## src/verilog/mpmc_settings.svh

```systemverilog
`ifndef MPMC_SETTINGS_SVH
`define MPMC_SETTINGS_SVH

// ==========================================================================
// Geometry of the line memory and the host data path
// ==========================================================================

// One line is the unit of a Wishbone transfer
`define MPMC_LINE_W 128
// A strip is one beat of the application read return
`define MPMC_STRIP_W 32
`define MPMC_STRIPS 4
// 64 lines of 16 bytes give a 1 KiB byte address space
`define MPMC_LINES 64
`define MPMC_ADR_W 10

// Pending requests between the host port and the controller
`define MPMC_FIFO_DEPTH 4
// Cycles a request may spend outside IDLE before the FSM gives up
`define MPMC_TIMEOUT 64

`endif

```

## src/verilog/mpmc_pkg.sv

```systemverilog
`include "mpmc_settings.svh"

package mpmc_pkg;

	// Controller states
	// The FSM walks them roughly in this order for a read-modify-write
	typedef enum logic [3:0] {
		IDLE,
		PRESET1,
		PRESET2,
		PRESET3,
		WRITE_DATA0,
		WRITE_DATA1,
		WRITE_DATA2,
		WRITE_DATA3,
		READ_DATA0,
		READ_DATA1,
		READ_DATA2,
		ALU,
		WRITE_TRAMP1,
		WAIT_NACK
	} mpmc_state_t;

	// Host command opcodes; everything past STORE is an atomic on one lane
	typedef enum logic [3:0] {
		CMD_LOAD,
		CMD_STORE,
		CMD_ADD,
		CMD_OR,
		CMD_AND,
		CMD_EOR,
		CMD_MIN,
		CMD_MAX,
		CMD_MINU,
		CMD_MAXU
	} mpmc_cmd_t;

	// Host request as it appears on the bus and in the command FIFO
	typedef struct packed {
		logic cyc;
		logic stb;
		mpmc_cmd_t cmd;
		logic [`MPMC_ADR_W-1:0] adr;
		logic [`MPMC_LINE_W/8-1:0] sel;
		logic [`MPMC_LINE_W-1:0] dat;
	} wb_req_t;

	// Host response
	typedef struct packed {
		logic ack;
		logic err;
		logic [`MPMC_LINE_W-1:0] dat;
	} wb_resp_t;

	// One strip beat returned by the line memory
	typedef struct packed {
		logic valid;
		logic [$clog2(`MPMC_STRIPS)-1:0] index;
		logic [`MPMC_STRIP_W-1:0] dat;
	} mpmc_strip_t;

endpackage

```

## src/verilog/mpmc_state_machine.sv

```systemverilog
`include "mpmc_settings.svh"

module mpmc_state_machine import mpmc_pkg::*; (
	input logic clk,
	input logic rst,
	input logic calib_complete,
	input logic rdy,
	input logic wdf_rdy,
	input logic fifo_empty,
	input wb_req_t fifo_out,
	input logic [$clog2(`MPMC_STRIPS+1)-1:0] req_strip_cnt,
	input logic [$clog2(`MPMC_STRIPS+1)-1:0] resp_strip_cnt,
	input logic rd_data_valid,
	output mpmc_state_t state,
	output logic timed_out
);

	mpmc_state_t next_state;
	logic [$clog2(`MPMC_TIMEOUT):0] to_cnt;

	// ======================================================================
	// Hang detection
	// ======================================================================

	// The counter only runs once calibration is over, so the clear sweep
	// never trips it
	always_ff @(posedge clk) begin
		if (rst || state == IDLE)
			to_cnt <= '0;
		else if (calib_complete)
			to_cnt <= to_cnt + 1'b1;
	end

	assign timed_out = calib_complete && state != IDLE && to_cnt == `MPMC_TIMEOUT - 1;

	// ======================================================================
	// Next state
	// ======================================================================

	always_comb begin
		next_state = state;
		case (state)
		IDLE:
			if (!fifo_empty && calib_complete)
				next_state = PRESET1;
		PRESET1:
			next_state = PRESET2;
		PRESET2:
			next_state = PRESET3;
		// Only a plain store skips the read of the old line
		PRESET3:
			next_state = fifo_out.cmd == CMD_STORE ? WRITE_DATA0 : READ_DATA0;
		// Write command goes out here and waits for the memory to take it
		WRITE_DATA0:
			if (rdy)
				next_state = WRITE_DATA1;
		WRITE_DATA1:
			next_state = WRITE_DATA2;
		WRITE_DATA2:
			next_state = WRITE_DATA3;
		// Data is offered until the memory accepts it
		WRITE_DATA3:
			if (wdf_rdy)
				next_state = IDLE;
		READ_DATA0:
			next_state = READ_DATA1;
		// Stay until every strip command has been accepted
		READ_DATA1:
			if (req_strip_cnt == `MPMC_STRIPS)
				next_state = READ_DATA2;
		// Strips may still be in flight in the memory delay line
		READ_DATA2:
			if (rd_data_valid && resp_strip_cnt == `MPMC_STRIPS)
				next_state = fifo_out.cmd == CMD_LOAD ? WAIT_NACK : ALU;
		ALU:
			next_state = WRITE_TRAMP1;
		WRITE_TRAMP1:
			next_state = WRITE_DATA0;
		WAIT_NACK:
			next_state = IDLE;
		default:
			next_state = IDLE;
		endcase

		// A hung request is abandoned
		if (timed_out)
			next_state = IDLE;
	end

	always_ff @(posedge clk) begin
		if (rst)
			state <= IDLE;
		else
			state <= next_state;
	end

endmodule

```

## config.mk

```make
export PLATFORM = sky130hd
export DESIGN_NAME = mpmc_state_machine
export DESIGN_NICKNAME = d
export VERILOG_FILES = /design/src/verilog/mpmc_pkg.sv /design/src/verilog/mpmc_state_machine.sv
export VERILOG_INCLUDE_DIRS = /design/src /design/src/verilog
export SDC_FILE = /design/constraint.sdc
export NUM_CORES = 1
export LEC_CHECK = 0
export BUFFER_PORTS_ARGS = -buffer_cell sky130_fd_sc_hd__buf_4
export CELL_PAD_IN_SITES_DETAIL_PLACEMENT = 1
export CELL_PAD_IN_SITES_GLOBAL_PLACEMENT = 1
export CORE_UTILIZATION = 11
export DETAILED_ROUTE_END_ITERATION = 10
export GPL_TIMING_DRIVEN = 0
export PLACE_DENSITY_LB_ADDON = 0.1
export SYNTH_ARGS = -nofsm -noshare
export SYNTH_HDL_FRONTEND = slang
export SYNTH_SLANG_ARGS = --single-unit
```

## constraint.sdc

```tcl
create_clock -name clk -period 3.3 [get_ports clk]
set_input_delay 0.66 -clock clk [delete_from_list [all_inputs] [get_ports clk]]
set_output_delay 0.66 -clock clk [all_outputs]
set_load 0.02 [all_outputs]
```

* Yosys cells after proc, flatten, opt, wreduce, memory -nomap -nowiden
Cells that the tools add are included.
** Storage, ports and cells
- Flip-flop bits (word level) :: 11
- Input bits :: 173
** Cells by class
- Equal/unequal tests :: 21
- Mux-type cells :: 8
- $add $sub $neg :: 1
- Reductions and logical operators :: 11
** Operators by type and width (count)
- one-hot mux 4 bit (13 select lines) :: 1
- 2-to-1 mux 4 bit :: 6
- == test 4 bit, second input constant :: 5
- == test 4 x 3 -> 1 bit, second input constant :: 4
- == test 4 x 1 -> 1 bit, second input constant :: 2
- == test 4 x 2 -> 1 bit, second input constant :: 2
- logical NOT 4 bit :: 2
- inequality test 2 bit, second input constant :: 4
- adder 7 x 1 -> 7 bit, second input constant :: 1
- == test 7 x 6 -> 1 bit, second input constant :: 1
- == test 3 bit, second input constant :: 2
- AND reduction 5 bit :: 1
- logical AND 1 bit :: 4
- nonzero test 4 bit :: 1
- 2-to-1 mux 3 bit :: 1
- inequality test 2 x 1 -> 1 bit, second input constant :: 1
- OR reduction 2 bit :: 1
- logical NOT 1 bit :: 1
- logical OR 1 bit :: 1

* Logic depth before layout (Yosys ltp)
Gate-level depths: netlist of the first run.
- Depth after elaboration :: 4
- Mapped depth :: 5

* Least setup slack after synthesis of the first run
No wires, ideal clock.
- Kind :: input port to output port
- Start :: input port calib_complete
- End :: output port timed_out
- Slack :: 0.847 ns
- Arrival :: 1.793 ns
- Cell stages on the path :: 3
- Buffers on the path :: 1
- Required time :: 2.640 ns
- Cells stage by stage :: clkbuf_1 nand3_1 nor4_1
** On the way
- Cells in the longest elaborated chain, start to end :: 2
** RTL lines
- from (decl) :: RTL line mpmc_state_machine.sv:6 : input logic calib_complete,
- logical AND 1 bit (2 in a row) :: RTL line mpmc_state_machine.sv:34 : assign timed_out = calib_complete && state != IDLE && to_cnt == `MPMC_TIMEOUT - 1;
- to (decl) :: RTL line mpmc_state_machine.sv:15 : output logic timed_out
Every way passes these cells.

* Worst setup path in the final report of the first run
Ends and elaborated chain as after synthesis.

==> results by group, run 1 <==
Synthesis
  – Post-synthesis cell type count: 32
  – Post-synthesis register bit count: 11
  – Seq/Total Area, Yosys: 0.333
  – FFs w/ async S/R, synth: 0
  – Yosys warnings: 0
  – Post-synth EDFFs: 0
  – Avg Inst Size Synth: 8.47 um^2
  – Synthesized cell area: 661 um^2
  – Cells after synthesis: 78
  – Ys flop type: dfxtp_1
  – Post-Syn Nets: 252

Clock tree
  – Clock buffer depth: 2
  – H-tree depth: 1
  – Postcts setup bufs: 0
  – CTS Hold Buffers Added: 0
  – Worst-skew pair later-pin latency: 0.24 ns
  – Clock Tree Root: clkbuf_8
  – CTS tree: yes
  – Clock sink total: 11
  – Clk pin slew, worst setup/hold paths: 0.06 ns
  – Post_cts resized: 0
  – Cts bufs inserted: 3

Finish
  – P&R area growth vs syn: 43.4%
  – Final Instance Area: 947 um^2
  – Share of cells above drive strength 1: 0.265
  – Layout Nets: 277
  – FILL cells: 663
  – Ant diodes: 0

Floorplan
  – Die area: 6320 um^2
  – Die width: 79.5 um
  – Die Height: 79.5 um
  – Starting Density: 0.117
  – Core Rows: 27
  – Core Box Area: 5640 um^2
  – I/O pins: 178

STA
  – Slew HR: 0.715
  – Final hold violation count: 0
  – Number of endpoints failing setup at the final stage: 0
  – Total negative setup slack: 0 ns
  – Unrepaired setup endpoints after global routing: false
  – Max Freq: 421 MHz
  – Max Clock Skew: 0.00736 ns
  – Worst Tran Pin Value: 0.423 ns
  – Final period util: 0.720
  – Max Slew Vio Count: 0
  – Tmin final: 2.38 ns
  – Slack of the critical path: 0.924 ns

Global route
  – Gr usage total: 0.0654
  – Initial antenna violation count: 0
  – First-pass GRT wire length: 3150 um
  – Remaining Overflow, GRT: 0
  – Vias in the first global route: 699
  – Pin count of the biggest net entering global routing: 11

Place
  – Gp weighted congestion: 0.608
  – Final HPWL DP: 1540 um
  – IO buf count: 20
  – Pre-CTS setup slack: 0.827 ns
  – Area after DPL: 901 um^2

Power
  – Leakage: 0.348 nW
  – Sw power: 0.208 mW
  – Clk pwr share: 0.246
  – Comb power frac: 0.434
  – Switching portion of total power: 0.378
  – Reg power frac: 0.321
  – Internal power: 0.343 mW
  – Power Total: 0.551 mW
  – Cell area power density: 582 nW/um^2
  – VDD IR-drop max: 0.000118 V

Critical path
  – Reg2reg path depth: 5
  – WP depth: 4
  – Critical Path Fanout Max: 7
  – CP top delay family: simple AND/OR/NAND/NOR gates
  – R2r startpoint: state[1]$_SDFFE_PP0P_
  – Setup crit end kind: output pin
  – Startpoint Class: input pin
  – CP Cell Sequence: clkbuf_1 -> nand3_1 -> nor4_1 -> buf_4
  – Critical Path Max Stage Delay: 0.43 ns
  – Worst R2R Setup Slack: 1.59 ns
  – WS Path Type: in -> out
  – Crit. Startpoint: calib_complete
  – CP required: 2.64 ns
  – Buf/Inv on CP: 2
  – End of the critical path: timed_out
  – FF-to-FF End: state[1]$_SDFFE_PP0P_
  – Arr. time, crit path: 1.72 ns
  – CP max stage cell: nor4_1

Routing
  – Drt initial violations: 31
  – Post-route ant nets: 0
  – Final wirelength: 1860 um
  – DRT Pass-1 Iters: 4
  – DR vias: 668
  – Vias per cell: 3.84
  – Final routed DRC violation total: 0
  – WL/cell: 10.7 um

Status
  – Outcome: finished clean

Run
  – Max-cap violations: 0

Hold path
  – Hold WC Path Type: reg -> reg
[Yosys cell counts, types with 2 or more instances]
cell type  number  share of area
dfxtp_1        11           0.33
nand2_1         8          0.045
nor2_1          5          0.028
nand3_1         4          0.030
nor4_1          4          0.038
o21ai_0         4          0.030
xor2_1          4          0.053
a21oi_1         3          0.023
clkbuf_1        3          0.017
mux2i_1         3          0.045
nand4_1         3          0.028
and3_1          2          0.019
inv_1           2          0.011
nand3b_1        2          0.023
nand4b_1        2          0.027
nor3_1          2          0.015
[worst min path at each step]
stage                      startpoint  slack (ns)  cells after the start                      to
2_1_floorplan  to_cnt[6]$_SDFFE_PP0P_        0.46                      2  to_cnt[6]$_SDFFE_PP0P_
6_report       to_cnt[6]$_SDFFE_PP0P_        0.49                      2  to_cnt[6]$_SDFFE_PP0P_
3_3_place_gp   to_cnt[6]$_SDFFE_PP0P_        0.49                      2  to_cnt[6]$_SDFFE_PP0P_
4_1_cts        to_cnt[6]$_SDFFE_PP0P_        0.50                      2  to_cnt[6]$_SDFFE_PP0P_
3_5_place_dp   to_cnt[6]$_SDFFE_PP0P_        0.49                      2  to_cnt[6]$_SDFFE_PP0P_
5_1_grt        to_cnt[6]$_SDFFE_PP0P_        0.54                      2  to_cnt[6]$_SDFFE_PP0P_
[cells by family (layout without fill, tap and decap cells)]
logic type,count (synthesis),in the layout,synth area share
compound gates,12,12,0.138
xor+xnor,5,5,0.0663
fa+ha+maj,1,1,0.0189
buf+inv,5,29,0.0284
flops,11,11,0.333
mux,3,3,0.0455
simple gates,41,41,0.369
[routing by layer]
metal	track usage	routed length [um]	vias up
met3	0.0114	64	4
met4	0.0436	42	0
met1	0.0735	820	308
met5	0	0	-
met2	0.112	932	19
li1	-	-	337
[flip-flops by register name (all words and copies together) (netlist names)]
signal	cells
state	4
to_cnt	7
[cells in the final DEF (no fill, tap or decap), types with 2 or more instances in the layout]
master,netlist,routed
nand3b_1,2,2
nand4b_1,2,2
nand3_1,4,4
clkbuf_8,0,3
and3_1,2,2
mux2i_1,3,3
nand2_1,8,8
clkbuf_1,3,3
nand4_1,3,3
nor2_1,5,5
dfxtp_1,11,11
inv_1,2,2
nor4_1,4,4
xor2_1,4,4
a21oi_1,3,3
o21ai_0,4,4
buf_4,0,20
nor3_1,2,2
[power groups by stage]
| stage | clock, mW | combinational (mW) | sequential, mW |
|---|---|---|---|
| after floorplan | 0 | 0.148 | 0.191 |
| after CTS | 0.141 | 0.244 | 0.177 |
| after global routing | 0.150 | 0.266 | 0.181 |
| after global placement | 0 | 0.245 | 0.180 |
| final | 0.135 | 0.239 | 0.177 |
| after detailed placement | 0 | 0.244 | 0.180 |
[metrics by stage]
stage	utilization	cells	hold WS (ns)
floorplan	-	78	0.463
finish	0.168	174	0.492
CTS	0.168	174	0.498
global route	0.168	174	0.541
global placement	0.160	170	0.488
detailed placement	0.160	170	0.490
[area by class of cell]
type	instances	area, um^2	share of cell area
Sequential cell	11	220	0.232
Clock inverter	1	5.00	0.00528
Timing Repair Buffer	20	150	0.159
Clock buffer	3	41.3	0.0436
Multi-Input combinational cell	62	422	0.445
Inverter	2	7.51	0.00793
Buffer	3	11.3	0.0119
Tap cell	72	90.1	0.0951
[worst register-to-register path: cells and delay by family (launching register included)]
family / cells / cell delay (ns)
and+or+nand+nor: 2 / 0.41
buffers and inverters: 1 / 0.37
DFF: 1 / 0.36
AOI/OAI and AO/OA: 1 / 0.30
muxes: 1 / 0.20
(Power assumes the default switching activity.)
==> run 2: changes to the inputs <==
--- a/config.mk
+++ b/config.mk
@@ -6,6 +6,7 @@
 export SDC_FILE = /design/constraint.sdc
 export NUM_CORES = 1
 export LEC_CHECK = 0
+export ABC_AREA = 1
 export BUFFER_PORTS_ARGS = -buffer_cell sky130_fd_sc_hd__buf_4
 export CELL_PAD_IN_SITES_DETAIL_PLACEMENT = 1
 export CELL_PAD_IN_SITES_GLOBAL_PLACEMENT = 1
==> constraint.sdc (replaced) <==
create_clock -name clk -period 2.4 [get_ports clk]
set_input_delay 0.48 -clock clk [delete_from_list [all_inputs] [get_ports clk]]
set_output_delay 0.48 -clock clk [all_outputs]
set_load 0.02 [all_outputs]
==> results by group, run 2 <==
STA
  – Max Clock Skew: 0.00839 ns (was 0.00736 ns)
  – Slew HR: 0.734 (was 0.715)
  – Number of endpoints failing setup at the final stage: 0 (unchanged)
  – Final hold violation count: 0 (unchanged)
  – Max Slew Vio Count: 0 (unchanged)
  – Slack of the critical path: 0.440 ns (was 0.924 ns)
  – Tmin final: 1.96 ns
  – Unrepaired setup endpoints after global routing: false (unchanged)
  – Final period util: 0.817
  – Max Freq: 510 MHz
  – Total negative setup slack: 0 ns (unchanged)
  – Worst Tran Pin Value: 0.398 ns (was 0.423 ns)

Clock tree
  – CTS tree: yes (unchanged)
  – Cts bufs inserted: 3 (unchanged)
  – Clock Tree Root: clkbuf_8 (unchanged)
  – Worst-skew pair later-pin latency: 0.24 ns (about the same)
  – Post_cts resized: 0 (unchanged)
  – Postcts setup bufs: 0 (unchanged)
  – Clock buffer depth: 2 (unchanged)
  – CTS Hold Buffers Added: 0 (unchanged)
  – Clk pin slew, worst setup/hold paths: 0.05 ns (was 0.06 ns)
  – H-tree depth: 1 (unchanged)
  – Clock sink total: 11 (unchanged)

Power
  – Clk pwr share: 0.228 (was 0.246)
  – Cell area power density: 798 nW/um^2 (was 582 nW/um^2)
  – Reg power frac: 0.319 (was 0.321)
  – Switching portion of total power: 0.439 (was 0.378)
  – VDD IR-drop max: 0.000135 V (was 0.000118 V)
  – Comb power frac: 0.453 (was 0.434)
  – Leakage: 0.495 nW (was 0.348 nW)
  – Internal power: 0.476 mW (was 0.343 mW)
  – Sw power: 0.373 mW (was 0.208 mW)

Synthesis
  – Yosys warnings: 0 (unchanged)
  – FFs w/ async S/R, synth: 0 (unchanged)
  – Post-synth EDFFs: 0 (unchanged)
  – Post-Syn Nets: 295 (was 252)
  – Area leader, netlist: dfxtp_1 (unchanged)
  – Avg Inst Size Synth: 6.34 um^2 (was 8.47 um^2)
  – Most frequent cell after synthesis: nand2_1 (was dfxtp_1)
  – Ys flop type: dfxtp_1 (unchanged)
  – Post-synthesis cell type count: 24 (was 32)
  – Leading cell types by count after synthesis: nand2_1, nor2_1, inv_1 (was dfxtp_1, nand2_1, nor2_1)
  – Seq/Total Area, Yosys: 0.287 (was 0.333)
  – Ranking of synthesized cells by area: dfxtp_1, nand2_1, nor2_1 (was dfxtp_1, xor2_1, mux2i_1)
  – Cells after synthesis: 121 (was 78)
  – Synth top area share: 0.287 (was 0.333)
  – Synthesized cell area: 767 um^2 (was 661 um^2)
  – Post-synthesis register bit count: 11 (unchanged)

Hold path
  – Hold WC Path Type: in -> reg (was reg -> reg)

Finish
  – Most flops, register: to_cnt (unchanged)
  – Ant diodes: 0 (unchanged)
  – Commonest non-fill, non-tap cell in the layout: nand2_1 (was buf_4)
  – P&R area growth vs syn: 38.7% (was 43.4%)
  – Max reg flops: 7 (unchanged)
  – FILL cells: 838 (was 663)
  – Share of cells above drive strength 1: 0.317 (was 0.265)
  – Layout Nets: 320 (was 277)
  – Most frequent cells in the layout: nand2_1, buf_4, nor2_1 (was buf_4, dfxtp_1, nand2_1)
  – Post-route insts no fill: 225 (was 174)
  – Top flop regs: to_cnt (7), state (4) (unchanged)

Routing
  – Max layer used: met4 (unchanged)
  – DR vias: 799 (was 668)
  – DRT met1 WL: 1200 um (was 820 um)
  – DRT Pass-1 Iters: 4 (unchanged)
  – Met3 WL: 72 um (was 64 um)
  – Drt initial violations: 10 (was 31)
  – Vias per cell: 3.55 (was 3.84)
  – WL/cell: 10.7 um (about the same)
  – Met2 WL: 1120 um (was 932 um)
  – Final wirelength: 2400 um (was 1860 um)
  – Final routed DRC violation total: 0 (unchanged)
  – Post-route ant nets: 0 (unchanged)

Global route
  – Pin count of the biggest net entering global routing: 9 (was 11)
  – Remaining Overflow, GRT: 0 (unchanged)
  – Initial antenna violation count: 0 (unchanged)
  – Vias in the first global route: 863 (was 699)
  – First-pass GRT wire length: 3990 um (was 3150 um)
  – Gr usage total: 0.0706 (was 0.0654)

Place
  – Final HPWL DP: 2070 um (was 1540 um)
  – Placed cells: 221 (was 170)
  – Pre-CTS setup slack: 0.672 ns (was 0.827 ns)
  – IO buf count: 20 (unchanged)
  – Gp weighted congestion: 0.701 (was 0.608)

Critical path
  – WS Path Type: reg -> out (was in -> out)
  – Critical Path Max Stage Delay: 0.56 ns (was 0.43 ns)
  – CP dominant cell by count: nand2_1
  – CP max stage cell: dfxtp_1 (was nor4_1)
  – CP top delay family: flip-flops (was simple AND/OR/NAND/NOR gates)
  – Arr. time, crit path: 1.48 ns (was 1.72 ns)
  – CP required: 1.92 ns (was 2.64 ns)
  – Setup crit end kind: output pin (unchanged)
  – Critical Path Fanout Max: 8 (was 7)
  – Startpoint Class: flop (was input pin)
  – CP Cell Sequence: nor2_1 -> nand2_1 -> nand2_1 -> nor2_2 -> buf_4 (was clkbuf_1 -> nand3_1 -> nor4_1 -> buf_4)
  – Buf/Inv on CP: 1 (was 2)

Floorplan
  – Starting Density: 0.114 (was 0.117)
  – I/O pins: 178 (unchanged)
  – Die width: 85.5 um (was 79.5 um)
  – Core Rows: 30 (was 27)
  – Core Box Area: 6760 um^2 (was 5640 um^2)
  – Die area: 7310 um^2 (was 6320 um^2)
  – Die Height: 85.5 um (was 79.5 um)

Status
  – Outcome: finished clean (unchanged)

Run
  – Max-cap violations: 0 (unchanged)
==> run 2: changes by cell type in the layout (fill, tap and decap cells not counted), sizes merged, moves of 3 or more <==
cell    change
clkbuf      -3
inv        +17
nand2      +26
nand3       +6
nand4       -3
nor2       +23
nor4        -4
xor2        -4
==> run 2: path summary, 6_finish.rpt <==
check | startpoint | slack, ns | depth (start not counted) | to
worst min register to register | to_cnt[6]$_SDFFE_PP0P_ | 0.46 | 2 | to_cnt[6]$_SDFFE_PP0P_
worst max register to register | state[3]$_SDFFE_PP0P_ | 1.03 | 7 | state[1]$_SDFFE_PP0P_
worst max-delay path | state[3]$_SDFFE_PP0P_ | 0.44 | 5 | timed_out
worst min-delay path | rst | 0.44 | 2 | state[3]$_SDFFE_PP0P_
==> run 2: kinds of logic after synthesis <==
kind of cell / share of synthesized area
AO/OA/AOI/OAI: 0.0604
XOR/XNOR: 0.0114
AND/OR/NAND/NOR: 0.509
buffers and inverters: 0.103
flip-flops: 0.287
adder cells (fa/ha/maj): 0.0163
multiplexers: 0.0131
==> run 2: stage by stage <==
stage	area (um^2)	hold slack [ns]	util	total power, mW
3_3_place_gp	1020	0.451	0.151	0.668
5_1_grt	1060	0.438	0.157	0.929
2_1_floorplan	767	0.437	-	0.538
3_5_place_dp	1020	0.460	0.151	0.671
6_report	1060	0.436	0.157	0.849
4_1_cts	1060	0.435	0.157	0.873
==> run 2: cell type report <==
class	instances	area, um^2	share of cell area
Multi-Input combinational cell	90	468	0.440
Sequential cell	11	220	0.207
Timing Repair Buffer	20	150	0.141
Tap cell	80	100	0.0941
Inverter	19	73.8	0.0694
Clock buffer	3	41.3	0.0388
Clock inverter	1	5.00	0.00471
Buffer	1	5.00	0.00471
==> run 2: power groups by stage <==
| stage | clock [mW] | sequential (mW) | combinational, mW |
|---|---|---|---|
| 6_report | 0.193 | 0.271 | 0.384 |
| 5_1_grt | 0.217 | 0.277 | 0.434 |
| 4_1_cts | 0.205 | 0.272 | 0.396 |
| 3_5_place_dp | 0 | 0.276 | 0.395 |
| 3_3_place_gp | 0 | 0.277 | 0.391 |
| 2_1_floorplan | 0 | 0.289 | 0.249 |
==> run 2: per-layer routing <==
layer  track usage  vias to the layer above
li1              -                      420
met1        0.0875                      365
met2         0.123                       12
met3        0.0135                        2
met4        0.0227                        0
met5             0                        -
