### config.mk
export PLATFORM = sky130hd
export DESIGN_NAME = mpmc_cmd_fifo
export DESIGN_NICKNAME = d
export VERILOG_FILES = /design/src/verilog/mpmc_pkg.sv /design/src/verilog/mpmc_cmd_fifo.sv
export VERILOG_INCLUDE_DIRS = /design/src /design/src/verilog
export SDC_FILE = /design/constraint.sdc
export NUM_CORES = 1
export LEC_CHECK = 0
export BUFFER_PORTS_ARGS = -buffer_cell sky130_fd_sc_hd__buf_2
export CORE_UTILIZATION = 55
export DETAILED_ROUTE_END_ITERATION = 12
export PLACE_DENSITY = 0.77
export SYNTH_ARGS = -nofsm -noshare
export SYNTH_HDL_FRONTEND = slang
export SYNTH_SLANG_ARGS = --single-unit
### constraint.sdc
create_clock -name clk -period 5.42 [get_ports clk]
set_input_delay 0.271 -clock clk [delete_from_list [all_inputs] [get_ports clk]]
set_output_delay 0.271 -clock clk [all_outputs]
set_load 0.01 [all_outputs]
### src/verilog/mpmc_settings.svh
`ifndef MPMC_SETTINGS_SVH
`define MPMC_SETTINGS_SVH

// ==========================================================================
// Geometry of the line memory and the host data path
// ==========================================================================

// One line is the unit of a Wishbone transfer
`define MPMC_LINE_W 128
// A strip is one beat of the application read return
`define MPMC_STRIP_W 32
`define MPMC_STRIPS 4
// 64 lines of 16 bytes give a 1 KiB byte address space
`define MPMC_LINES 64
`define MPMC_ADR_W 10

// Pending requests between the host port and the controller
`define MPMC_FIFO_DEPTH 4
// Cycles a request may spend outside IDLE before the FSM gives up
`define MPMC_TIMEOUT 64

`endif

### src/verilog/mpmc_pkg.sv
`include "mpmc_settings.svh"

package mpmc_pkg;

	// Controller states
	// The FSM walks them roughly in this order for a read-modify-write
	typedef enum logic [3:0] {
		IDLE,
		PRESET1,
		PRESET2,
		PRESET3,
		WRITE_DATA0,
		WRITE_DATA1,
		WRITE_DATA2,
		WRITE_DATA3,
		READ_DATA0,
		READ_DATA1,
		READ_DATA2,
		ALU,
		WRITE_TRAMP1,
		WAIT_NACK
	} mpmc_state_t;

	// Host command opcodes; everything past STORE is an atomic on one lane
	typedef enum logic [3:0] {
		CMD_LOAD,
		CMD_STORE,
		CMD_ADD,
		CMD_OR,
		CMD_AND,
		CMD_EOR,
		CMD_MIN,
		CMD_MAX,
		CMD_MINU,
		CMD_MAXU
	} mpmc_cmd_t;

	// Host request as it appears on the bus and in the command FIFO
	typedef struct packed {
		logic cyc;
		logic stb;
		mpmc_cmd_t cmd;
		logic [`MPMC_ADR_W-1:0] adr;
		logic [`MPMC_LINE_W/8-1:0] sel;
		logic [`MPMC_LINE_W-1:0] dat;
	} wb_req_t;

	// Host response
	typedef struct packed {
		logic ack;
		logic err;
		logic [`MPMC_LINE_W-1:0] dat;
	} wb_resp_t;

	// One strip beat returned by the line memory
	typedef struct packed {
		logic valid;
		logic [$clog2(`MPMC_STRIPS)-1:0] index;
		logic [`MPMC_STRIP_W-1:0] dat;
	} mpmc_strip_t;

endpackage

### src/verilog/mpmc_cmd_fifo.sv
`include "mpmc_settings.svh"

module mpmc_cmd_fifo import mpmc_pkg::*; (
	input logic clk,
	input logic rst,
	input logic push,
	input logic pop,
	input wb_req_t din,
	output wb_req_t dout,
	output logic empty,
	output logic full
);

	localparam int PTR_W = $clog2(`MPMC_FIFO_DEPTH);
	localparam int CNT_W = $clog2(`MPMC_FIFO_DEPTH + 1);

	wb_req_t buffer [`MPMC_FIFO_DEPTH];
	logic [PTR_W-1:0] wr_ptr;
	logic [PTR_W-1:0] rd_ptr;
	logic [CNT_W-1:0] count;
	logic do_push;
	logic do_pop;

	// Writes into a full FIFO and reads from an empty one are dropped
	assign do_push = push && !full;
	assign do_pop = pop && !empty;
	assign empty = count == 0;
	assign full = count == `MPMC_FIFO_DEPTH;

	// The head of the queue is valid whenever empty is low
	assign dout = buffer[rd_ptr];

	always_ff @(posedge clk) begin
		if (do_push)
			buffer[wr_ptr] <= din;
		if (rst) begin
			wr_ptr <= '0;
			rd_ptr <= '0;
			count <= '0;
		end else begin
			if (do_push)
				wr_ptr <= wr_ptr + 1'b1;
			if (do_pop)
				rd_ptr <= rd_ptr + 1'b1;
			count <= count + CNT_W'(do_push) - CNT_W'(do_pop);
		end
	end

endmodule

* Word-level counts from Yosys, hierarchy flattened
Memories as Yosys holds them, arrays and structs flattened. A register that Yosys moved wholly into a read port is not among the register bits.
Cells that the tools add are included.
** Storage, ports and cells
- Bits in registers :: 7
- Input port bits :: 164
- Output and inout port bits :: 162
- Word-level logic and storage cells :: 18
- Bits in writable memories :: 640
- Memories :: 1
** Cells by class
- Reduce and logical (&&, ||, !) cells :: 5
- Muxes and demuxes :: 4
- Add/subtract/negate cells :: 4
- Equality and inequality tests :: 1
** Memory list
- buffer :: words 4, width 160, read ports 1, clocked after memory_dff 1, wr ports 1, RTL line mpmc_cmd_fifo.sv:17 : wb_req_t buffer [`MPMC_FIFO_DEPTH];
** Operator list (number)
- $add 2x1->2 const B :: 2
- $mux 2 :: 2
- $add 3x1->3 :: 1
- $eq 3x3->1 const B :: 1
- $logic_not 3->1 :: 1
- $sub 3x1->3 :: 1
- $logic_and 1x1->1 :: 2
- $logic_not 1->1 :: 2
- $mux 1 :: 2

* Longest topological paths before layout
Gate-level depths: netlist of the first run.
- Word-level depth :: 5
- Mapped depth :: 10
- Mapped depth without buffers :: 10

* Worst setup path after synthesis of the first run
Ideal clock, no wire load.
- Kind :: register to register
- Start :: register count[2]
- End :: memory buffer[2][0] (netlist bit), enable pin
- Path slack :: 423 ps
- Data arrival time :: 4458 ps
- Required time :: 4881 ps
- Clock period less this slack :: 4997 ps
- Cell stages (with the launch flop) :: 4
- Cell sequence :: dfxtp_1 > nor3b_1 > nor2_1 > and2_1
** Between the ends
- Cells in the longest elaborated chain, start to end :: 5
** Ends and longest elaborated chain
- start, declared :: RTL line mpmc_cmd_fifo.sv:20 : logic [CNT_W-1:0] count;
- start signal, assigned :: RTL line mpmc_cmd_fifo.sv:45 : count <= count + CNT_W'(do_push) - CNT_W'(do_pop);
- $eq 3x3->1 (no source line)
- named net full :: RTL line mpmc_cmd_fifo.sv:11 : output logic full
- $logic_not 1->1 :: RTL line mpmc_cmd_fifo.sv:25 : assign do_push = push && !full;
- $logic_and 1x1->1 :: RTL line mpmc_cmd_fifo.sv:25
- $mux 1 :: RTL line mpmc_cmd_fifo.sv:34 : if (do_push)
- $mux 1 (implied by the code) :: RTL line mpmc_cmd_fifo.sv:35 : buffer[wr_ptr] <= din;
- end, declared :: RTL line mpmc_cmd_fifo.sv:17
The timed path passes the listed nets, and every way through them passes these cells.

==> results of run 1 <==
report_power, final:
| group | leakage [µW] | switching [µW] | internal, µW |
|---|---|---|---|
| logic | 0.00301 | 1460 | 1380 |
| registers | 0.00594 | 204 | 6030 |
| clock network | 0.000948 | 1770 | 2350 |
| total | 0.00990 | 3430 | 9760 |
placed cells by master (no fill, tap or decap), types with 2 or more instances in the layout:
cell           instances
diode_2                4
nand2b_1               2
ha_1                   6
o21ai_0                2
nor2b_1                2
clkinvlp_4             5
clkbuf_16             61
clkinv_2              17
dfxtp_4                2
nor2_1                 4
xnor2_1                2
clkbuf_1               8
inv_1                  8
dlygate4sd3_1        161
bufinv_16              6
or3_1                  2
mux4_2               160
clkinv_1               7
a21oi_1                2
dfxtp_1                7
and2_4                 4
buf_4                  3
edfxtp_1             640
buf_2                325
buf_12                 7
clkinv_4               4
per-stage QoR:
stage	std cells	utilization, %	cell area (µm²)
3_3_place_gp	1724	61.3	25800
2_1_floorplan	887	-	23500
5_1_grt	1998	69.7	29300
6_report	1998	69.7	29300
4_1_cts	1994	69.7	29300
3_5_place_dp	1724	61.3	25800
worst register-to-register path, delay by kind of cell (launching register included):
kind | cells | cell delay (ps)
and+or+nand+nor | 3 | 1290
buffers and inverters | 1 | 610
DFF | 1 | 420
sequential cells by signal, indices dropped and copies added (netlist names), named ones only:
signal,flops
rd_ptr,2
wr_ptr,2
count,3
buffer,640
final timing paths:
path	depth (start not counted)	to	from	slack, ps
worst max-delay path	3	dout[62]	flip-flop	2290
worst min-delay path	4	flip-flop	pop	60
worst max register to register	4	buffer[0][139]$_DFFE_PP_	count[1]$_SDFF_PP0_	2630
worst min register to register	2	flip-flop	rd_ptr[1]$_SDFFE_PP0P_	530
layer usage:
metal / vias to the layer above / part of all wire, % / track usage (%)
met5: - / 0.062 / 0
met3: 72 / 8.7 / 6.63
met1: 5836 / 39 / 28.9
met4: 4 / 2.0 / 6.74
met2: 436 / 50 / 35.1
li1: 4879 / - / -
kinds of logic after synthesis:
family	Yosys count	share of synthesized area, %
muxes	161	15.4
and+or+nand+nor	17	0.399
AOI/OAI and AO/OA	5	0.117
DFF	649	82.4
xor gates and xnor gates	3	0.112
buffers and inverters	45	1.17
adders and majority gates	7	0.404
area by class of cell:
| class | instances | area, µm² | share of cell area [%] |
|---|---|---|---|
| clock inverters | 39 | 364 | 1.24 |
| diodes | 4 | 10.0 | 0.0341 |
| clock buffers | 70 | 1570 | 5.36 |
| inverters | 8 | 30.0 | 0.102 |
| multi-input cells | 193 | 3870 | 13.2 |
| flip-flops and latches | 649 | 19400 | 66.2 |
| repair buffers | 496 | 3400 | 11.6 |
| well taps | 539 | 674 | 2.30 |
what timing repair did:
item | in CTS | in global routing
hold endpoints to repair | 648 | 0
hold buffers | 161 | 0
setup buffers | 0 | 0
synthesized netlist by cell type, drive strengths merged:
library cell,count,area share [%]
nand2b,2,0.053
or3,2,0.053
nor2,4,0.064
nor3b,1,0.032
buf,30,0.93
mux2i,1,0.043
clkbuf,7,0.11
nand2,1,0.016
mux4,160,15
nor3,1,0.021
o21ai,2,0.043
inv,8,0.13
nor2b,2,0.053
fa,1,0.085
a21oi,2,0.043
o31ai,1,0.032
edfxtp,640,82
xor2,1,0.037
ha,6,0.32
and2,4,0.11
xnor2,2,0.074
dfxtp,9,0.77
==> impl_metrics.xml, run 1 <==
<?xml version="1.0" encoding="UTF-8"?>
<metrics>
  <group name="global_routing">
    <metric name="number_of_global_route_vias_before_repair" unit="">12000</metric>
    <metric name="grt_pass1_wl" unit="µm">70700</metric>
    <metric name="grt.overflow.total" unit="">0</metric>
    <metric name="grt_util_all_layers" unit="%">21.8</metric>
    <metric name="initial_antenna_violation_count" unit="">6</metric>
    <metric name="grt_max_degree" unit="">131</metric>
  </group>
  <group name="sta">
    <metric name="tns" unit="ps">0</metric>
    <metric name="post_route_hold_slack" unit="ps">64.6</metric>
    <metric name="finalMaxSlewViolations" unit="">0</metric>
    <metric name="post_layout_min_period" unit="ps">3130</metric>
    <metric name="finalSetupViolCount" unit="">0</metric>
    <metric name="finalHoldViolations" unit="">0</metric>
    <metric name="grt_setup_unrepaired" unit="">no</metric>
    <metric name="postLayoutSetupSlackWorst" unit="ps">2290</metric>
    <metric name="final_min_period_over_clock_period" unit="%">57.7</metric>
    <metric name="maximum_clock_rate" unit="GHz">0.320</metric>
    <metric name="fin_worst_skew" unit="ps">18.2</metric>
    <metric name="slew-limit-headroom" unit="%">42.9</metric>
    <metric name="worst-slew-pin-transition" unit="ps">856</metric>
  </group>
  <group name="power">
    <metric name="powerDensity" unit="nW/µm²">450</metric>
    <metric name="total_power" unit="µW">13200</metric>
    <metric name="worst_ir_drop_vdd" unit="mV">0.344</metric>
    <metric name="static-leakage-power" unit="µW">0.00990</metric>
  </group>
  <group name="clock_network">
    <metric name="insertion_delay" unit="ps">610</metric>
    <metric name="htree_num_levels" unit="">2</metric>
    <metric name="numClockSinks" unit="">649</metric>
    <metric name="tritoncts" unit="">yes</metric>
    <metric name="cts.reportedPaths.clkPinSlew" unit="ps">60</metric>
    <metric name="clockBufferDepth" unit="">3</metric>
    <metric name="cts_repair_resize_count" unit="">0</metric>
    <metric name="cts.root.buffer_cell" unit="">clkbuf_16</metric>
    <metric name="cts_inserted_buffers" unit="">60</metric>
  </group>
  <group name="critical_path">
    <metric name="cp_num_buf_inv" unit="">2</metric>
    <metric name="worstPathRequired" unit="ps">5150</metric>
    <metric name="worstSetupEndpointType" unit="">output pin</metric>
    <metric name="cp_max_fo" unit="">36</metric>
    <metric name="critical-path-slowest-cell" unit="">dfxtp_4</metric>
    <metric name="critical_path.cell_chain" unit="">buf_4 -&gt; mux4_2 -&gt; buf_2</metric>
    <metric name="cpPeakStageDelay" unit="ps">840</metric>
    <metric name="worst_path_arrival_time" unit="ps">2860</metric>
    <metric name="path_class" unit="">flip-flop to output pin</metric>
    <metric name="critPathTopFamily" unit="">flip-flops</metric>
    <metric name="timing.critical_path.from_type" unit="">flip-flop</metric>
  </group>
  <group name="synth">
    <metric name="synthCells" unit="">887</metric>
    <metric name="syn-num-nets" unit="">1058</metric>
    <metric name="synth_cell_area" unit="µm²">23500</metric>
    <metric name="syn_avg_cell_area" unit="µm²">26.5</metric>
    <metric name="synth-warning-count" unit="">0</metric>
    <metric name="postSynthRegisterBits" unit="">649</metric>
    <metric name="count_of_distinct_cell_types_in_the_synthesized_netlist" unit="">23</metric>
    <metric name="seq_area_frac_synth" unit="%">82.4</metric>
  </group>
  <group name="placement">
    <metric name="placement.setup.worst_slack" unit="ps">2660</metric>
    <metric name="globalplace.congestion" unit="">0.744</metric>
    <metric name="detailed_place_hpwl" unit="µm">24900</metric>
    <metric name="buffer_ports.inserted" unit="">325</metric>
  </group>
  <group name="detailed_routing">
    <metric name="wl_per_cell" unit="µm">23.3</metric>
    <metric name="via_count" unit="">11200</metric>
    <metric name="antenna_left" unit="">0</metric>
    <metric name="avgViaCountPerCell" unit="">5.62</metric>
    <metric name="drc" unit="">0</metric>
    <metric name="detail_route.iter0.violations" unit="">879</metric>
    <metric name="drt_wl_total" unit="µm">46700</metric>
    <metric name="drt-pass1-iter-count" unit="">5</metric>
  </group>
  <group name="run_status">
    <metric name="status" unit="">finished, final reports clean</metric>
  </group>
  <group name="die">
    <metric name="core.rowCount" unit="">75</metric>
    <metric name="io-pin-count" unit="">326</metric>
    <metric name="coreArea" unit="µm²">42000</metric>
    <metric name="die-width" unit="µm">209</metric>
    <metric name="dieHeight" unit="µm">209</metric>
    <metric name="initial_utilization" unit="%">56.0</metric>
    <metric name="die-area" unit="µm²">43600</metric>
  </group>
  <group name="final_layout">
    <metric name="num-fill-cells" unit="">2484</metric>
    <metric name="synthToLayoutAreaGrowth" unit="%">24.6</metric>
    <metric name="design.final.nets" unit="">1579</metric>
    <metric name="drive_above_1_share" unit="%">40.9</metric>
  </group>
  <group name="worst_hold_path">
    <metric name="hold_path.class" unit="">input port to flip-flop</metric>
  </group>
  <group name="job">
    <metric name="timing.max_cap.violations" unit="">0</metric>
  </group>
</metrics>
(Power assumes the default switching activity.)
==> run 2: changes to the inputs <==
==> constraint.sdc (replaced) <==
create_clock -name clk -period 3.1 [get_ports clk]
set_input_delay 0.155 -clock clk [delete_from_list [all_inputs] [get_ports clk]]
set_output_delay 0.155 -clock clk [all_outputs]
set_load 0.01 [all_outputs]
==> run 2 against run 1 <==
- power is 78% higher
- first-iteration DRC count is 3.6% higher
- sequential share of layout area is 0.78 points lower
- critical path type unchanged
- largest power group unchanged
- register-to-register slack worse by 1900 ps
- cell count is 1.2% higher
- clock power is 81% higher
- die area stayed put
==> impl_metrics.xml, run 2 (synthesis results as in run 1) <==
<?xml version="1.0" encoding="UTF-8"?>
<metrics>
  <group name="detailed_routing">
    <metric name="drt_wl_total" unit="µm">47900</metric>
    <metric name="wl_per_cell" unit="µm">23.7</metric>
    <metric name="detail_route.iter0.violations" unit="">911</metric>
    <metric name="drt-pass1-iter-count" unit="">5</metric>
    <metric name="avgViaCountPerCell" unit="">5.63</metric>
    <metric name="via_count" unit="">11400</metric>
    <metric name="antenna_left" unit="">0</metric>
    <metric name="drc" unit="">0</metric>
  </group>
  <group name="clock_network">
    <metric name="numClockSinks" unit="">649</metric>
    <metric name="cts_repair_resize_count" unit="">0</metric>
    <metric name="tritoncts" unit="">yes</metric>
    <metric name="htree_num_levels" unit="">3</metric>
    <metric name="clockBufferDepth" unit="">3</metric>
    <metric name="cts_inserted_buffers" unit="">66</metric>
    <metric name="cts.root.buffer_cell" unit="">clkbuf_16</metric>
    <metric name="post-cts-setup-buffers" unit="">0</metric>
    <metric name="cts.reportedPaths.clkPinSlew" unit="ps">60</metric>
    <metric name="insertion_delay" unit="ps">570</metric>
  </group>
  <group name="power">
    <metric name="worst_ir_drop_vdd" unit="mV">0.685</metric>
    <metric name="powerDensity" unit="nW/µm²">790</metric>
    <metric name="total_power" unit="µW">23400</metric>
    <metric name="static-leakage-power" unit="µW">0.0101</metric>
  </group>
  <group name="die">
    <metric name="initial_utilization" unit="%">56.0</metric>
    <metric name="coreArea" unit="µm²">42000</metric>
    <metric name="io-pin-count" unit="">326</metric>
    <metric name="core.rowCount" unit="">75</metric>
    <metric name="die-width" unit="µm">209</metric>
    <metric name="dieHeight" unit="µm">209</metric>
    <metric name="die-area" unit="µm²">43600</metric>
  </group>
  <group name="worst_hold_path">
    <metric name="worst_hold_path_cell_count" unit="">4</metric>
    <metric name="hold_path.class" unit="">input port to flip-flop</metric>
    <metric name="hold-path-endpoint" unit="">wr_ptr[1]$_SDFFE_PP0P_</metric>
    <metric name="min-delay-start" unit="">push</metric>
  </group>
  <group name="global_routing">
    <metric name="initial_antenna_violation_count" unit="">2</metric>
    <metric name="grt_max_degree" unit="">111</metric>
    <metric name="grt_pass1_wl" unit="µm">71800</metric>
    <metric name="number_of_global_route_vias_before_repair" unit="">12200</metric>
    <metric name="grt_util_all_layers" unit="%">22.2</metric>
    <metric name="grt.overflow.total" unit="">0</metric>
  </group>
  <group name="sta">
    <metric name="post_layout_min_period" unit="ps">2580</metric>
    <metric name="finalSetupViolCount" unit="">0</metric>
    <metric name="maximum_clock_rate" unit="GHz">0.388</metric>
    <metric name="fin_worst_skew" unit="ps">19.3</metric>
    <metric name="slew-limit-headroom" unit="%">44.1</metric>
    <metric name="grt_setup_unrepaired" unit="">no</metric>
    <metric name="finalMaxSlewViolations" unit="">0</metric>
    <metric name="final_min_period_over_clock_period" unit="%">83.1</metric>
    <metric name="finalHoldViolations" unit="">0</metric>
    <metric name="worst-slew-pin-transition" unit="ps">838</metric>
  </group>
  <group name="final_layout">
    <metric name="drive_above_1_share" unit="%">40.8</metric>
    <metric name="synthToLayoutAreaGrowth" unit="%">26.1</metric>
    <metric name="final_common_cell" unit="">edfxtp_1</metric>
    <metric name="largest_register" unit="">buffer</metric>
    <metric name="number_of_cells_in_the_finished_layout_apart_from_fillers" unit="">2021</metric>
    <metric name="reg.largest.list" unit="">buffer (640), count (3)</metric>
    <metric name="most-common-layout-cells" unit="">edfxtp_1 (640), buf_2 (325), dlygate4sd3_1 (163)</metric>
    <metric name="largest_reg_flops" unit="">640</metric>
    <metric name="design.final.nets" unit="">1605</metric>
  </group>
  <group name="placement">
    <metric name="buffer_ports.inserted" unit="">325</metric>
    <metric name="globalplace.congestion" unit="">0.761</metric>
    <metric name="detailed_place_hpwl" unit="µm">27500</metric>
    <metric name="total_placed_cells_including_tap_cells" unit="">1742</metric>
  </group>
  <group name="job">
    <metric name="timing.max_cap.violations" unit="">0</metric>
  </group>
  <group name="critical_path">
    <metric name="cpPeakStageDelay" unit="ps">560</metric>
    <metric name="path_class" unit="">flip-flop to output pin</metric>
    <metric name="critical-path-slowest-cell" unit="">mux4_2</metric>
    <metric name="cp_max_fo" unit="">20</metric>
    <metric name="worstPathRequired" unit="ps">2940</metric>
    <metric name="reg2reg_depth" unit="">10</metric>
    <metric name="crit-reg2reg-capture" unit="">count[2]$_SDFF_PP0_</metric>
    <metric name="critical_path.cell_chain" unit="">buf_12 -&gt; buf_4 -&gt; mux4_2 -&gt; buf_2</metric>
    <metric name="flop_to_flop_setup_slack" unit="ps">690</metric>
    <metric name="worstSetupEndpointType" unit="">output pin</metric>
    <metric name="timing.critical_path.from_type" unit="">flip-flop</metric>
    <metric name="timing.rr.start" unit="">count[2]$_SDFF_PP0_</metric>
    <metric name="worst_path_arrival_time" unit="ps">2420</metric>
  </group>
  <group name="run_status">
    <metric name="status" unit="">finished, final reports clean</metric>
  </group>
</metrics>
==> run 2: stage by stage <==
stage / TNS [ps] / hold slack, ps / utilization, % / setup WS, ps / cell area [µm²]
finish: 0 / 56.8 / 70.6 / 524 / 29700
global route: 0 / 77.7 / 70.6 / 390 / 29700
CTS: 0 / 8.74 / 70.6 / 427 / 29700
detailed placement: 0 / 369 / 61.9 / 761 / 26000
global placement: 0 / 363 / 61.9 / 820 / 26000
floorplan: -75480 / 254 / - / -118 / 23500
==> run 2: final cells by class <==
type                    count  area (µm²)
diodes                      1        2.50
clock buffers              87        1770
clock inverters            28         240
fillers                  2456       12400
inverters                   8        30.0
multi-input cells         193        3870
flip-flops and latches    649       19400
well taps                 539         674
repair buffers            516        3680
==> run 2: what timing repair did <==
| action | in CTS | in global routing |
|---|---|---|
| endpoints found under the hold margin | 649 | 0 |
| endpoints found under the setup margin | 0 | 0 |
| hold buffers | 163 | 0 |
==> run 2: routing by layer <==
metal / wire [µm] / global-route usage (%) / share of wire [%]
met5: 0 / 0 / 0
met4: 1130 / 7.94 / 2.4
met3: 3530 / 5.77 / 7.4
met2: 24100 / 36.3 / 50
met1: 19100 / 29.1 / 40
==> run 2: worst max path at each step <==
| stage | to | slack [ps] | cells past startpoint |
|---|---|---|---|
| after global placement | count[2]$_SDFF_PP0_ | 820 | 10 |
| after floorplan | buffer[0][0]$_DFFE_PP_ | -120 | 3 |
| after detailed placement | count[2]$_SDFF_PP0_ | 760 | 10 |
| after CTS | dout[136] | 430 | 4 |
| after global routing | dout[136] | 390 | 4 |
| final | dout[136] | 520 | 4 |
==> run 2: power breakdown <==
group          switching (µW)  internal [µW]  leakage (µW)  total (µW)
combinational            2670           2530       0.00315        5200
sequential                265          10500       0.00594       10800
clock                    3160           4280      0.000978        7440
total                    6090          17400        0.0101       23400
==> run 2: critical path, delay by kind of cell, from the launching register on <==
| family | cells | cell delay, ps |
|---|---|---|
| DFF | 1 | 550 |
| muxes | 1 | 560 |
| buffers and inverters | 3 | 720 |
==> run 3: changes to the inputs <==
==> constraint.sdc (replaced) <==
create_clock -name clk -period 2.5 [get_ports clk]
set_input_delay 0.125 -clock clk [delete_from_list [all_inputs] [get_ports clk]]
set_output_delay 0.125 -clock clk [all_outputs]
set_load 0.01 [all_outputs]
==> run 3 against run 2 <==
- register-to-register slack worse by 500 ps
- sequential power up 24%
- non-clock buffer count up 11
- clock skew up 11 ps
- wire length up 1.4%
- combinational power up 28%
- cell count up 0.35%
- via count up 0.74%
- utilization up 0.30 points
- clock-buffer cell count down 6
- largest cell class unchanged
==> impl_metrics.xml, run 3 (synthesis results as in run 1) <==
<?xml version="1.0" encoding="UTF-8"?>
<metrics>
  <group name="final_layout">
    <metric name="reg.largest.list" unit="">buffer (640), count (3)</metric>
    <metric name="most-common-layout-cells" unit="">edfxtp_1 (640), buf_2 (324), dlygate4sd3_1 (163)</metric>
    <metric name="largest_register" unit="">buffer</metric>
    <metric name="number_of_cells_in_the_finished_layout_apart_from_fillers" unit="">2028</metric>
    <metric name="final_common_cell" unit="">edfxtp_1</metric>
    <metric name="synthToLayoutAreaGrowth" unit="%">26.6</metric>
    <metric name="design.final.nets" unit="">1611</metric>
    <metric name="utilization" unit="%">70.9</metric>
    <metric name="drive_above_1_share" unit="%">41.1</metric>
    <metric name="largest_reg_flops" unit="">640</metric>
  </group>
  <group name="global_routing">
    <metric name="grt_util_all_layers" unit="%">22.6</metric>
    <metric name="grt.overflow.total" unit="">0</metric>
    <metric name="initial_antenna_violation_count" unit="">3</metric>
    <metric name="grt_max_degree" unit="">93</metric>
    <metric name="number_of_global_route_vias_before_repair" unit="">12100</metric>
    <metric name="grt_pass1_wl" unit="µm">73100</metric>
  </group>
  <group name="sta">
    <metric name="slew-limit-headroom" unit="%">60.0</metric>
    <metric name="finalSetupViolCount" unit="">0</metric>
    <metric name="finalHoldViolations" unit="">0</metric>
    <metric name="worst-slew-pin-transition" unit="ps">601</metric>
    <metric name="maximum_clock_rate" unit="GHz">0.421</metric>
    <metric name="post_route_hold_slack" unit="ps">271</metric>
    <metric name="post_layout_min_period" unit="ps">2370</metric>
    <metric name="fin_worst_skew" unit="ps">30.2</metric>
    <metric name="final_min_period_over_clock_period" unit="%">94.9</metric>
    <metric name="tns" unit="ps">0</metric>
    <metric name="finalMaxSlewViolations" unit="">0</metric>
  </group>
  <group name="critical_path">
    <metric name="cp_max_fo" unit="">45</metric>
    <metric name="cp_num_buf_inv" unit="">2</metric>
    <metric name="timing.critical_path.from_type" unit="">flip-flop</metric>
    <metric name="critPathTopFamily" unit="">multiplexers</metric>
    <metric name="path_class" unit="">flip-flop to output pin</metric>
    <metric name="cpPeakStageDelay" unit="ps">600</metric>
    <metric name="worst_path_arrival_time" unit="ps">2250</metric>
    <metric name="worstPathRequired" unit="ps">2380</metric>
    <metric name="critical_path.cell_chain" unit="">buf_16 -&gt; mux4_2 -&gt; buf_2</metric>
    <metric name="critical-path-slowest-cell" unit="">mux4_2</metric>
    <metric name="worstSetupEndpointType" unit="">output pin</metric>
  </group>
  <group name="run_status">
    <metric name="status" unit="">finished, final reports clean</metric>
  </group>
  <group name="detailed_routing">
    <metric name="via_count" unit="">11500</metric>
    <metric name="antenna_left" unit="">0</metric>
    <metric name="drt-pass1-iter-count" unit="">5</metric>
    <metric name="avgViaCountPerCell" unit="">5.65</metric>
    <metric name="drt_wl_total" unit="µm">48600</metric>
    <metric name="wl_per_cell" unit="µm">23.9</metric>
    <metric name="detail_route.iter0.violations" unit="">970</metric>
    <metric name="drc" unit="">0</metric>
  </group>
  <group name="clock_network">
    <metric name="clockBufferDepth" unit="">3</metric>
    <metric name="insertion_delay" unit="ps">610</metric>
    <metric name="post-cts-setup-buffers" unit="">0</metric>
    <metric name="cts.reportedPaths.clkPinSlew" unit="ps">60</metric>
    <metric name="tritoncts" unit="">yes</metric>
    <metric name="htree_num_levels" unit="">2</metric>
    <metric name="cts.root.buffer_cell" unit="">clkbuf_16</metric>
    <metric name="cts_inserted_buffers" unit="">61</metric>
    <metric name="numClockSinks" unit="">649</metric>
  </group>
  <group name="job">
    <metric name="timing.max_cap.violations" unit="">0</metric>
  </group>
  <group name="die">
    <metric name="die-area" unit="µm²">43600</metric>
    <metric name="die-width" unit="µm">209</metric>
    <metric name="coreArea" unit="µm²">42000</metric>
    <metric name="initial_utilization" unit="%">56.0</metric>
    <metric name="dieHeight" unit="µm">209</metric>
    <metric name="io-pin-count" unit="">326</metric>
    <metric name="core.rowCount" unit="">75</metric>
  </group>
  <group name="placement">
    <metric name="globalplace.congestion" unit="">0.773</metric>
    <metric name="total_placed_cells_including_tap_cells" unit="">1753</metric>
    <metric name="detailed_place_hpwl" unit="µm">27400</metric>
    <metric name="buffer_ports.inserted" unit="">325</metric>
  </group>
  <group name="worst_hold_path">
    <metric name="hold_path.class" unit="">input port to flip-flop</metric>
  </group>
  <group name="power">
    <metric name="total_power" unit="µW">28800</metric>
    <metric name="powerDensity" unit="nW/µm²">968</metric>
    <metric name="static-leakage-power" unit="µW">0.0101</metric>
    <metric name="worst_ir_drop_vdd" unit="mV">0.721</metric>
  </group>
</metrics>
==> run 3: changes by cell type in the layout (fill, tap and decap cells not counted), moves of 2 or more <==
cell | previous run | this run
clkbuf_1 | 18 | 16
buf_12 | 17 | 26
clkbuf_16 | 67 | 62
bufinv_16 | 3 | 5
clkinv_2 | 6 | 8
diode_2 | 1 | 4
inv_6 | 4 | 0
clkinv_8 | 2 | 0
==> run 3: cell type report <==
| cell class | count | area [µm²] |
|---|---|---|
| antenna | 4 | 10.0 |
| tap | 539 | 674 |
| timing repair buffer | 527 | 3900 |
| fill | 2462 | 12200 |
| inverter | 8 | 30.0 |
| sequential | 649 | 19400 |
| clock inverter | 27 | 255 |
| clock buffer | 81 | 1650 |
| multi-input combinational | 193 | 3870 |
==> run 3: metrics by stage <==
stage | cell area (µm²) | setup WS [ps]
after CTS | 29800 | 11.9
after floorplan | 23500 | -718
after detailed placement | 26200 | 228
after global routing | 29800 | -0.0846
after global placement | 26200 | 351
final | 29800 | 127
==> run 3: report_power, final <==
part           total (µW)  internal [µW]  leakage [µW]  switching, µW
clock network        8840           5120      0.000928           3720
logic                6640           3250       0.00325           3390
registers           13400          13100       0.00594            291
total               28800          21400        0.0101           7400
==> run 3: path summary, 6_finish.rpt <==
check                         start                      end  slack (ps)  depth (start not counted)
max reg2reg     count[1]$_SDFF_PP0_      count[2]$_SDFF_PP0_         190                          9
max                       flip-flop                 dout[72]         130                          3
min reg2reg  rd_ptr[1]$_SDFFE_PP0P_                flip-flop         540                          2
min                         din[27]  buffer[2][27]$_DFFE_PP_         270                          2
==> run 3: metal layers <==
layer,global-route usage (%),vias up,routed length (µm)
li1,-,4956,-
met1,29.5,5961,18600
met3,5.91,80,3680
met4,7.81,0,1240
met2,37.4,466,25000
met5,0,-,0
==> run 3: timing repair <==
action	CTS	global route
setup endpoints to repair	0	4
endpoints found under the hold margin	649	0
hold buffers	163	0
gates resized for setup	0	2
